File: src/design/corePkg.sv
`default_nettype none

package corePkg;

    localparam int dataWidth = 32;
    localparam int robDepth = 16;
    localparam int robIdxWidth = $clog2(robDepth);
    localparam int sqNWidth = 7;
    localparam int numPorts = 3;
    localparam int opWidth = 4;
    localparam int divCycles = 32;
    localparam int divCntWidth = $clog2(divCycles);

    localparam int portAlu0 = 0;
    localparam int portAlu1 = 1;
    localparam int portDiv = 2;

    localparam logic [opWidth-1:0] opAdd = 4'h0;
    localparam logic [opWidth-1:0] opSub = 4'h1;
    localparam logic [opWidth-1:0] opAnd = 4'h2;
    localparam logic [opWidth-1:0] opOr = 4'h3;
    localparam logic [opWidth-1:0] opXor = 4'h4;
    localparam logic [opWidth-1:0] opSll = 4'h5;
    localparam logic [opWidth-1:0] opSrl = 4'h6;
    localparam logic [opWidth-1:0] opBeq = 4'h7;
    localparam logic [opWidth-1:0] opBlt = 4'h8;   // Signed compare.
    localparam logic [opWidth-1:0] opDiv = 4'h9;
    localparam logic [opWidth-1:0] opRem = 4'ha;

    typedef union packed {
        logic [15:0] imm;                  // Sign-extended, added to operand B.
        struct packed {
            logic predTaken;
            logic [14:0] reserved;
        } branch;
    } OpField;

    // Sequence numbers wrap, so age is the sign of the difference.
    function automatic logic isYounger(
        input logic [sqNWidth-1:0] a,
        input logic [sqNWidth-1:0] b
    );
        logic signed [sqNWidth-1:0] diff;
        diff = a - b;
        return diff > 0;
    endfunction

endpackage

`default_nettype wire
File: src/design/coreTop.sv
`timescale 1ns/1ps
`default_nettype none

module coreTop import corePkg::*; (
    input  logic                 clk,
    input  logic                 reset,
    input  logic                 dispReq,
    input  logic [opWidth-1:0]   dispOp,
    input  logic [dataWidth-1:0] dispA,
    input  logic [dataWidth-1:0] dispB,
    input  OpField               dispField,
    output logic                 dispAck,
    output logic                 redirect,
    output logic [sqNWidth-1:0]  redirectSqN,
    output logic                 commitValid,
    output logic [sqNWidth-1:0]  commitSqN,
    output logic [dataWidth-1:0] commitResult
);

    logic [numPorts-1:0]  issueValid;
    logic [opWidth-1:0]   issueOp;
    logic [dataWidth-1:0] issueA;
    logic [dataWidth-1:0] issueB;
    OpField               issueField;
    logic [sqNWidth-1:0]  issueSqN;
    logic                 allocValid;
    logic [sqNWidth-1:0]  allocSqN;
    logic [sqNWidth-1:0]  headSqN;
    logic                 divBusy;
    logic                 divDone;

    logic                 alu0WbValid;
    logic [sqNWidth-1:0]  alu0WbSqN;
    logic [dataWidth-1:0] alu0WbResult;
    logic                 alu0BrMispred;
    logic [sqNWidth-1:0]  alu0BrSqN;
    logic                 alu1WbValid;
    logic [sqNWidth-1:0]  alu1WbSqN;
    logic [dataWidth-1:0] alu1WbResult;
    logic                 alu1BrMispred;
    logic [sqNWidth-1:0]  alu1BrSqN;
    logic                 divWbValid;
    logic [sqNWidth-1:0]  divWbSqN;
    logic [dataWidth-1:0] divWbResult;
    logic                 wb0Valid;
    logic [sqNWidth-1:0]  wb0SqN;
    logic [dataWidth-1:0] wb0Result;

    // **************************************************
    // Dispatch and execution ports
    // **************************************************
    dispatchUnit dispatch0 (
        .clk, .reset,
        .dispReq, .dispOp, .dispA, .dispB, .dispField,
        .headSqN, .divBusy, .divDone,
        .redirect, .redirectSqN,
        .dispAck,
        .issueValid, .issueOp, .issueA, .issueB, .issueField, .issueSqN,
        .allocValid, .allocSqN
    );

    intAlu alu0 (
        .clk, .reset,
        .issueValid(issueValid[portAlu0]),
        .issueOp, .issueA, .issueB, .issueField, .issueSqN,
        .wbValid(alu0WbValid),
        .wbSqN(alu0WbSqN),
        .wbResult(alu0WbResult),
        .brMispred(alu0BrMispred),
        .brSqN(alu0BrSqN)
    );

    intAlu alu1 (
        .clk, .reset,
        .issueValid(issueValid[portAlu1]),
        .issueOp, .issueA, .issueB, .issueField, .issueSqN,
        .wbValid(alu1WbValid),
        .wbSqN(alu1WbSqN),
        .wbResult(alu1WbResult),
        .brMispred(alu1BrMispred),
        .brSqN(alu1BrSqN)
    );

    divider div0 (
        .clk, .reset,
        .issueValid(issueValid[portDiv]),
        .issueOp, .issueA, .issueB, .issueSqN,
        .redirect, .redirectSqN,
        .divBusy, .divDone,
        .wbValid(divWbValid),
        .wbSqN(divWbSqN),
        .wbResult(divWbResult)
    );

    // **************************************************
    // Redirect and commit
    // **************************************************
    branchSelector bsel0 (
        .clk, .reset,
        .brMispred0(alu0BrMispred),
        .brSqN0(alu0BrSqN),
        .brMispred1(alu1BrMispred),
        .brSqN1(alu1BrSqN),
        .redirect, .redirectSqN
    );

    // Divider never finishes while alu0 has a result.
    assign wb0Valid = alu0WbValid || divWbValid;
    assign wb0SqN = divWbValid ? divWbSqN : alu0WbSqN;
    assign wb0Result = divWbValid ? divWbResult : alu0WbResult;

    reorderBuffer rob0 (
        .clk, .reset,
        .allocValid, .allocSqN,
        .wbValid0(wb0Valid),
        .wbSqN0(wb0SqN),
        .wbResult0(wb0Result),
        .wbValid1(alu1WbValid),
        .wbSqN1(alu1WbSqN),
        .wbResult1(alu1WbResult),
        .redirect, .redirectSqN,
        .headSqN, .commitValid, .commitSqN, .commitResult
    );

endmodule

`default_nettype wire

File: src/design/reorderBuffer.sv
`timescale 1ns/1ps
`default_nettype none

module reorderBuffer import corePkg::*; (
    input  logic                 clk,
    input  logic                 reset,
    input  logic                 allocValid,
    input  logic [sqNWidth-1:0]  allocSqN,
    input  logic                 wbValid0,
    input  logic [sqNWidth-1:0]  wbSqN0,
    input  logic [dataWidth-1:0] wbResult0,
    input  logic                 wbValid1,
    input  logic [sqNWidth-1:0]  wbSqN1,
    input  logic [dataWidth-1:0] wbResult1,
    input  logic                 redirect,
    input  logic [sqNWidth-1:0]  redirectSqN,
    output logic [sqNWidth-1:0]  headSqN,
    output logic                 commitValid,
    output logic [sqNWidth-1:0]  commitSqN,
    output logic [dataWidth-1:0] commitResult
);

    logic [robDepth-1:0]    entryValid;
    logic [robDepth-1:0]    entryDone;
    logic [dataWidth-1:0]   entryResult [robDepth];
    logic [robDepth-1:0]    flushMask;
    logic [robIdxWidth-1:0] headIdx;
    logic [robIdxWidth-1:0] allocIdx;
    logic [robIdxWidth-1:0] wbIdx0;
    logic [robIdxWidth-1:0] wbIdx1;
    logic [robIdxWidth-1:0] redirOff;
    logic                   wbOk0;
    logic                   wbOk1;
    logic                   headReady;

    assign headIdx = headSqN[robIdxWidth-1:0];
    assign allocIdx = allocSqN[robIdxWidth-1:0];
    assign wbIdx0 = wbSqN0[robIdxWidth-1:0];
    assign wbIdx1 = wbSqN1[robIdxWidth-1:0];
    assign redirOff = redirectSqN[robIdxWidth-1:0] - headIdx;

    // **************************************************
    // Flush by distance from the head
    // **************************************************
    always_comb begin
        logic [robIdxWidth-1:0] entryOff;
        for (int i = 0; i < robDepth; i++) begin
            entryOff = robIdxWidth'(i) - headIdx;
            flushMask[i] = redirect && entryOff > redirOff;
        end
    end

    assign wbOk0 = wbValid0 && entryValid[wbIdx0] && !flushMask[wbIdx0];
    assign wbOk1 = wbValid1 && entryValid[wbIdx1] && !flushMask[wbIdx1];
    assign headReady = entryValid[headIdx] && entryDone[headIdx];

    always_ff @(posedge clk) begin
        if (reset) begin
            entryValid <= '0;
            entryDone <= '0;
            headSqN <= '0;
            commitValid <= 1'b0;
        end else begin
            entryValid <= entryValid & ~flushMask;
            if (allocValid) begin
                entryValid[allocIdx] <= 1'b1;
                entryDone[allocIdx] <= 1'b0;
            end
            if (wbOk0) begin
                entryDone[wbIdx0] <= 1'b1;
            end
            if (wbOk1) begin
                entryDone[wbIdx1] <= 1'b1;
            end
            commitValid <= headReady;
            if (headReady) begin
                entryValid[headIdx] <= 1'b0;
                headSqN <= headSqN + 1'b1;
            end
        end
    end

    always_ff @(posedge clk) begin
        if (wbOk0) begin
            entryResult[wbIdx0] <= wbResult0;
        end
        if (wbOk1) begin
            entryResult[wbIdx1] <= wbResult1;
        end
        if (headReady) begin
            commitSqN <= headSqN;
            commitResult <= entryResult[headIdx];
        end
    end

endmodule

`default_nettype wire

File: src/design/branchSelector.sv
`timescale 1ns/1ps
`default_nettype none

module branchSelector import corePkg::*; (
    input  logic                clk,
    input  logic                reset,
    input  logic                brMispred0,
    input  logic [sqNWidth-1:0] brSqN0,
    input  logic                brMispred1,
    input  logic [sqNWidth-1:0] brSqN1,
    output logic                redirect,
    output logic [sqNWidth-1:0] redirectSqN
);

    logic take0;
    logic take1;
    logic pick1;

    // Wrong-path branches behind the current redirect are ignored.
    assign take0 = brMispred0 && !(redirect && isYounger(brSqN0, redirectSqN));
    assign take1 = brMispred1 && !(redirect && isYounger(brSqN1, redirectSqN));
    assign pick1 = take1 && (!take0 || isYounger(brSqN0, brSqN1));

    always_ff @(posedge clk) begin
        if (reset) begin
            redirect <= 1'b0;
        end else begin
            redirect <= take0 || take1;
        end
    end

    always_ff @(posedge clk) begin
        if (take0 || take1) begin
            redirectSqN <= pick1 ? brSqN1 : brSqN0;
        end
    end

endmodule

`default_nettype wire

File: src/design/divider.sv
`timescale 1ns/1ps
`default_nettype none

module divider import corePkg::*; (
    input  logic                 clk,
    input  logic                 reset,
    input  logic                 issueValid,
    input  logic [opWidth-1:0]   issueOp,
    input  logic [dataWidth-1:0] issueA,
    input  logic [dataWidth-1:0] issueB,
    input  logic [sqNWidth-1:0]  issueSqN,
    input  logic                 redirect,
    input  logic [sqNWidth-1:0]  redirectSqN,
    output logic                 divBusy,
    output logic                 divDone,
    output logic                 wbValid,
    output logic [sqNWidth-1:0]  wbSqN,
    output logic [dataWidth-1:0] wbResult
);

    logic [divCntWidth-1:0] count;
    logic                   isRem;
    logic [sqNWidth-1:0]    opSqN;
    logic                   abort;
    logic [dataWidth-1:0]   quot;
    logic [dataWidth-1:0]   rem;
    logic [dataWidth-1:0]   divisor;
    logic [dataWidth:0]     remShift;
    logic [dataWidth:0]     trial;
    logic [dataWidth-1:0]   quotNext;
    logic [dataWidth-1:0]   remNext;

    // **************************************************
    // One restoring step per cycle
    // **************************************************
    assign remShift = {rem, quot[dataWidth-1]};
    assign trial = remShift - {1'b0, divisor};
    assign quotNext = {quot[dataWidth-2:0], !trial[dataWidth]};
    assign remNext = trial[dataWidth] ? remShift[dataWidth-1:0] : trial[dataWidth-1:0];

    assign divDone = divBusy && count == divCntWidth'(divCycles - 1);
    assign abort = redirect && isYounger(opSqN, redirectSqN);

    always_ff @(posedge clk) begin
        if (reset) begin
            divBusy <= 1'b0;
            count <= '0;
            wbValid <= 1'b0;
        end else begin
            wbValid <= divDone && !abort;
            if (divBusy) begin
                count <= count + 1'b1;
                if (abort || divDone) begin
                    divBusy <= 1'b0;
                end
            end else if (issueValid) begin
                divBusy <= 1'b1;
                count <= '0;
            end
        end
    end

    // Zero divisor leaves all ones in quot and the dividend in rem.
    always_ff @(posedge clk) begin
        if (issueValid && !divBusy) begin
            quot <= issueA;
            rem <= '0;
            divisor <= issueB;
            isRem <= issueOp == opRem;
            opSqN <= issueSqN;
        end else if (divBusy) begin
            quot <= quotNext;
            rem <= remNext;
        end
        if (divDone) begin
            wbSqN <= opSqN;
            wbResult <= isRem ? remNext : quotNext;
        end
    end

endmodule

`default_nettype wire

File: src/design/intAlu.sv
`timescale 1ns/1ps
`default_nettype none

module intAlu import corePkg::*; (
    input  logic                 clk,
    input  logic                 reset,
    input  logic                 issueValid,
    input  logic [opWidth-1:0]   issueOp,
    input  logic [dataWidth-1:0] issueA,
    input  logic [dataWidth-1:0] issueB,
    input  OpField               issueField,
    input  logic [sqNWidth-1:0]  issueSqN,
    output logic                 wbValid,
    output logic [sqNWidth-1:0]  wbSqN,
    output logic [dataWidth-1:0] wbResult,
    output logic                 brMispred,
    output logic [sqNWidth-1:0]  brSqN
);

    logic                 isBranch;
    logic                 taken;
    logic [dataWidth-1:0] immExt;
    logic [dataWidth-1:0] srcB;
    logic [dataWidth-1:0] result;

    assign isBranch = issueOp == opBeq || issueOp == opBlt;
    assign immExt = {{(dataWidth-16){issueField.imm[15]}}, issueField.imm};
    assign srcB = isBranch ? issueB : issueB + immExt;    // Branch view holds no imm.

    always_comb begin
        taken = 1'b0;
        result = '0;
        case (issueOp)
            opAdd: result = issueA + srcB;
            opSub: result = issueA - srcB;
            opAnd: result = issueA & srcB;
            opOr: result = issueA | srcB;
            opXor: result = issueA ^ srcB;
            opSll: result = issueA << srcB[$clog2(dataWidth)-1:0];
            opSrl: result = issueA >> srcB[$clog2(dataWidth)-1:0];
            opBeq: taken = issueA == srcB;
            opBlt: taken = $signed(issueA) < $signed(srcB);
            default: result = '0;
        endcase
        if (isBranch) begin
            result = {{(dataWidth-1){1'b0}}, taken};
        end
    end

    always_ff @(posedge clk) begin
        if (reset) begin
            wbValid <= 1'b0;
            brMispred <= 1'b0;
        end else begin
            wbValid <= issueValid;
            brMispred <= issueValid && isBranch && taken != issueField.branch.predTaken;
        end
    end

    always_ff @(posedge clk) begin
        wbSqN <= issueSqN;
        wbResult <= result;
        brSqN <= issueSqN;
    end

endmodule

`default_nettype wire

File: src/design/dispatchUnit.sv
`timescale 1ns/1ps
`default_nettype none

module dispatchUnit import corePkg::*; (
    input  logic                 clk,
    input  logic                 reset,
    input  logic                 dispReq,
    input  logic [opWidth-1:0]   dispOp,
    input  logic [dataWidth-1:0] dispA,
    input  logic [dataWidth-1:0] dispB,
    input  OpField               dispField,
    input  logic [sqNWidth-1:0]  headSqN,
    input  logic                 divBusy,
    input  logic                 divDone,
    input  logic                 redirect,
    input  logic [sqNWidth-1:0]  redirectSqN,
    output logic                 dispAck,
    output logic [numPorts-1:0]  issueValid,
    output logic [opWidth-1:0]   issueOp,
    output logic [dataWidth-1:0] issueA,
    output logic [dataWidth-1:0] issueB,
    output OpField               issueField,
    output logic [sqNWidth-1:0]  issueSqN,
    output logic                 allocValid,
    output logic [sqNWidth-1:0]  allocSqN
);

    logic [sqNWidth-1:0]  nextSqN;
    logic [sqNWidth-1:0]  inFlight;
    logic                 windowFull;
    logic                 dispIsDiv;
    logic                 divBlock;
    logic                 accept;

    logic                 pendValid;
    logic [opWidth-1:0]   pendOp;
    logic [dataWidth-1:0] pendA;
    logic [dataWidth-1:0] pendB;
    OpField               pendField;
    logic [sqNWidth-1:0]  pendSqN;
    logic                 pendIsDiv;
    logic [numPorts-1:0]  pendPort;
    logic                 toAlu1;

    logic [numPorts-1:0]  issueValidQ;
    logic                 hold;
    logic                 kill;
    logic                 issueStall;

    // **************************************************
    // Acceptance
    // **************************************************
    assign inFlight = nextSqN - headSqN;
    assign windowFull = inFlight >= robDepth;
    assign dispIsDiv = dispOp == opDiv || dispOp == opRem;
    assign pendIsDiv = pendOp == opDiv || pendOp == opRem;
    assign divBlock = divBusy || issueValidQ[portDiv];
    assign accept = dispReq && !dispAck && !pendValid && !redirect && !windowFull
        && !(dispIsDiv && divBlock);

    assign pendPort = pendIsDiv ? numPorts'(1) << portDiv
        : toAlu1 ? numPorts'(1) << portAlu1 : numPorts'(1) << portAlu0;

    // **************************************************
    // Issue stage
    // **************************************************
    assign hold = issueValidQ[portAlu0] && divDone;    // Port 0 belongs to the divider.
    assign kill = redirect && isYounger(issueSqN, redirectSqN);
    assign issueStall = hold && !kill;
    assign issueValid = (hold || kill) ? '0 : issueValidQ;
    assign allocValid = |issueValid;
    assign allocSqN = issueSqN;

    always_ff @(posedge clk) begin
        if (reset) begin
            dispAck <= 1'b0;
            pendValid <= 1'b0;
            issueValidQ <= '0;
            nextSqN <= '0;
            toAlu1 <= 1'b0;
        end else begin
            if (accept) begin
                dispAck <= 1'b1;
            end else if (!dispReq) begin
                dispAck <= 1'b0;
            end

            if (accept) begin
                pendValid <= 1'b1;
            end else if (redirect || !issueStall) begin
                pendValid <= 1'b0;                  // Ack in a redirect cycle is lost.
            end

            if (!issueStall) begin
                issueValidQ <= (pendValid && !redirect) ? pendPort : '0;
                if (pendValid && !redirect && !pendIsDiv) begin
                    toAlu1 <= !toAlu1;
                end
            end

            if (redirect) begin
                nextSqN <= redirectSqN + 1'b1;
            end else if (accept) begin
                nextSqN <= nextSqN + 1'b1;
            end
        end
    end

    always_ff @(posedge clk) begin
        if (accept) begin
            pendOp <= dispOp;
            pendA <= dispA;
            pendB <= dispB;
            pendField <= dispField;
            pendSqN <= nextSqN;
        end
        if (pendValid && !issueStall) begin
            issueOp <= pendOp;
            issueA <= pendA;
            issueB <= pendB;
            issueField <= pendField;
            issueSqN <= pendSqN;
        end
    end

endmodule

`default_nettype wire

File: config.mk
export PLATFORM = sky130hd
export DESIGN_NAME = coreTop
export DESIGN_NICKNAME = d
export VERILOG_FILES = /design/src/design/corePkg.sv /design/src/design/coreTop.sv /design/src/design/reorderBuffer.sv /design/src/design/branchSelector.sv /design/src/design/divider.sv /design/src/design/intAlu.sv /design/src/design/dispatchUnit.sv
export SDC_FILE = /design/constraint.sdc
export NUM_CORES = 2
export LEC_CHECK = 0
export ABC_AREA = 1
export BUFFER_PORTS_ARGS = -buffer_cell sky130_fd_sc_hd__buf_2
export CAP_MARGIN = 20
export CELL_PAD_IN_SITES_DETAIL_PLACEMENT = 0
export CELL_PAD_IN_SITES_GLOBAL_PLACEMENT = 2
export CORE_MARGIN = 1.5
export CORE_UTILIZATION = 35
export CTS_CLUSTER_DIAMETER = 120
export DETAILED_ROUTE_END_ITERATION = 10
export PLACE_DENSITY_LB_ADDON = 0.1
export SETUP_SLACK_MARGIN = 0.3
export SLEW_MARGIN = 20
export SYNTH_ARGS = -nofsm -noshare
export SYNTH_HDL_FRONTEND = slang
export SYNTH_SLANG_ARGS = --single-unit
File: constraint.sdc
create_clock -name clk -period 5.7 [get_ports clk]
set_clock_uncertainty 0.15 [all_clocks]
set_input_delay 0.855 -clock clk [delete_from_list [all_inputs] [get_ports clk]]
set_output_delay 0.855 -clock clk [all_outputs]
set_load 0.05 [all_outputs]
==> results.json <==
{
  "synth-edff-count": 848,
  "grt_pass1_wl_mm": 345.2,
  "core_area_um2": 165200,
  "syn_to_final_growth_pct": 12.29,
  "cts_sinks": 984,
  "dieWidth_um": 411.3,
  "max_flop_register": "rob0.entryResult",
  "clock-root-buffer": "clkbuf_16",
  "slowest_stage": "ha_1",
  "path_clk_slew_ns": 0.07,
  "muxShareOfSynthArea": 0.0003431,
  "final_cell_area_um2": 65520,
  "critical_path_class": "reg -> reg",
  "first_global_vias": 48990,
  "grt_usage": 0.2778,
  "cts_buffer_depth": 3,
  "rows": 149,
  "min_from": "dispB[1]",
  "grt_remaining_overflow": 0,
  "gp_congestion": 0.9473,
  "violations": "design-rule violations",
  "grt_max_degree": 193,
  "postLayoutCoreUtil": 0.3967,
  "clk_latency_ns": 0.78,
  "rrSetupSlack_ns": 0.63,
  "slew_viol_final": 0,
  "dp.final_hpwl_mm": 165.3,
  "multi_input_area_um2": 26370,
  "die-height_um": 411.3,
  "ir_worst_vdd_mv": 0.4156,
  "synth_top_area_share": 0.4364,
  "cpMostUsedCell": "nand2_1",
  "yosysMostFrequentCell": "nand2_1",
  "synth_xor_area_frac": 0.008856,
  "antenna_found_initial": 4,
  "ys.flop_type": "edfxtp_1",
  "maxSlewHeadroom": 0.1674,
  "ff2ff_path_depth": 25,
  "netlist_area_um2": 58350,
  "pwr_density_cell_nw_per_um2": 528.4,
  "synthesis.nets": 7454,
  "first_iter_violations": 4623,
  "synth_top_family_by_area": "simple AND/OR/NAND/NOR gates",
  "max_stage_delay_ns": 0.65,
  "final_antenna_net_count": 0,
  "min_path_cells": 1,
  "async_reset_ff_frac": 0,
  "r2r_start": "dispatch0.issueB[12]",
  "layout-drive-gt1-share": 0.08168,
  "path_delay_family": "compound AO/OA/AOI/OAI gates",
  "die-area_um2": 169200,
  "drt-total-wl_mm": 238.9,
  "holdPathEnd": "dispatch0.pendB[1]",
  "crit_path_max_fanout": 8,
  "r2r-end": "alu1.brMispred",
  "drtPass1Iterations": 11,
  "ys_warn_count": 0,
  "cts-htree-levels": 3,
  "yosys_register_bits": 984,
  "yosys.area_share.simple": 0.2270,
  "ioPinCount": 136,
  "vias": 50880,
  "portBuffers": 135,
  "synth.area.top_cells": "edfxtp_1, nand2_1, o21ai_0",
  "grt_setup_unrepaired": "false",
  "tightest_slew_ns": 1.249,
  "total_power_mw": 34.62,
  "tritoncts": "yes",
  "arrival_ns": 5.55,
  "seq_area_frac_synth": 0.4831,
  "synth_cell_types": 54,
  "setup-violations-final": 0,
  "hold_ws_ns": 0.09863,
  "cp.required_ns": 6.18,
  "synth-compound-area-share": 0.1557,
  "hold_path_class": "in -> reg",
  "num-nets-final": 7430,
  "place_area_um2": 61550,
  "largest_reg_flops": 512,
  "leakage_nw": 25.62,
  "synth_fa_ha_area_frac": 0.05391,
  "status": "complete, but fails checks",
  "synth_top_area_cell": "edfxtp_1",
  "syn_avg_cell_area_um2": 8.194,
  "seq_area_um2": 28200,
  "initial_utilization": 0.3533,
  "worstSetupEndpointType": "flip-flop",
  "finalCriticalPeriod_ns": 5.069,
  "n_fill_cell": 16990,
  "cp-start-kind": "flip-flop",
  "period_share": 0.8893,
  "cts_buffers": 116,
  "drv_cap": 0,
  "worst-path-buf-inv": 2,
  "syn_inst": 7121,
  "timing.final.hold_violations": 0,
  "synthTopCellsByCount": "nand2_1, edfxtp_1, o21ai_0, nor2_1, nand3_1",
  "vias_per_cell": 5.419,
  "post_drt_wl_per_cell_um": 25.45,
  "drc_errors": 4,
  "max_freq_ghz": 0.1973,
  "tns_ns": 0
}
-- report_power, final --
part / switching, mW / total (mW) / leakage, nW / internal (mW)
clock network: 3.31 / 7.67 / 1.89 / 4.35
registers: 0.579 / 9.76 / 8.86 / 9.18
logic: 12.6 / 17.2 / 14.9 / 4.58
total: 16.5 / 34.6 / 25.6 / 18.1
-- per-layer routing --
metal	vias up	track usage	wire, um
li1	24470	-	-
met1	24630	0.3690	104800
met2	1500	0.4697	114400
met3	276	0.02868	11400
met4	4	0.09550	8285
met5	-	0	33
-- timing repair --
action	CTS	global route
setup endpoints to repair	7	188
resized for setup	2	17
pin swaps	0	1
setup buffers	1	0
hold buffers	0	0
-- worst register-to-register path, stage by stage, from the launching register on --
cell	delay, ns
edfxtp_1	0.50
ha_1	0.38
a21oi_1	0.25
o21ai_0	0.23
a21oi_1	0.16
o21ai_0	0.09
buf_4	0.17
nand2_1	0.06
nand2_1	0.08
xnor2_1	0.14
nand2_1	0.05
o21ai_0	0.26
ha_1	0.65
inv_1	0.24
a21oi_1	0.27
o21ai_0	0.20
nand2_1	0.13
nand2_1	0.09
a21oi_1	0.26
nand2_1	0.08
nand2_1	0.07
nand3_1	0.08
nand2_1	0.09
nand2_1	0.05
nand3_1	0.13
nor2_1	0.06
-- worst max-delay path by stage --
stage,start,endpoint,slack (ns),cells after the start
after detailed placement,dispatch0.issueField[15],alu1.wbResult[24],0.12,19
after CTS,dispatch0.issueB[21],alu1.wbResult[24],0.34,19
after global routing,dispatch0.issueB[2],alu1.brMispred,0.30,26
final,dispatch0.issueB[12],alu1.brMispred,0.63,25
after global placement,dispatch0.issueField[15],alu1.wbResult[24],0.07,18
after floorplan,rob0.headSqN[1],rob0.entryResult[10][0],0.41,20
-- stage by stage --
stage          std cells  worst slack [ns]
2_1_floorplan       7121            0.4106
3_3_place_gp        9162           0.07261
3_5_place_dp        9167            0.1248
4_1_cts             9388            0.3425
5_1_grt             9388            0.3023
6_report            9389            0.6309
-- cell families after synthesis --
| kind of cell | after synthesis |
|---|---|
| and+or+nand+nor | 3198 |
| AOI/OAI and AO/OA | 1651 |
| DFF | 984 |
| buffers and inverters | 981 |
| adders and majority gates | 246 |
| xor gates and xnor gates | 59 |
| muxes | 2 |
-- placed cells by master (no fill, tap or decap), drive strengths merged, types with 18 or more instances in the layout --
master,n
o22ai,55
nand3,630
nand3b,19
nand2,1782
nor3,26
edfxtp,848
o21ai,1069
xor2,34
clkinv,51
o221ai,99
o211ai,48
buf,294
o21bai,18
inv,543
ha,237
a21oi,281
xnor2,25
dfxtp,136
nor2,627
nand4,82
clkbuf,154
a21boi,22
-- area by class of cell --
class / instances / share of cell area
Clock inverter: 66 / 0.01106
Tap cell: 2189 / 0.04180
Antenna cell: 1 / 0.00003819
Inverter: 545 / 0.03141
Sequential cell: 984 / 0.4305
Multi-Input combinational cell: 5156 / 0.4025
Clock buffer: 154 / 0.04849
Timing Repair Buffer: 294 / 0.03424
Power figures use the tool's default switching activity.
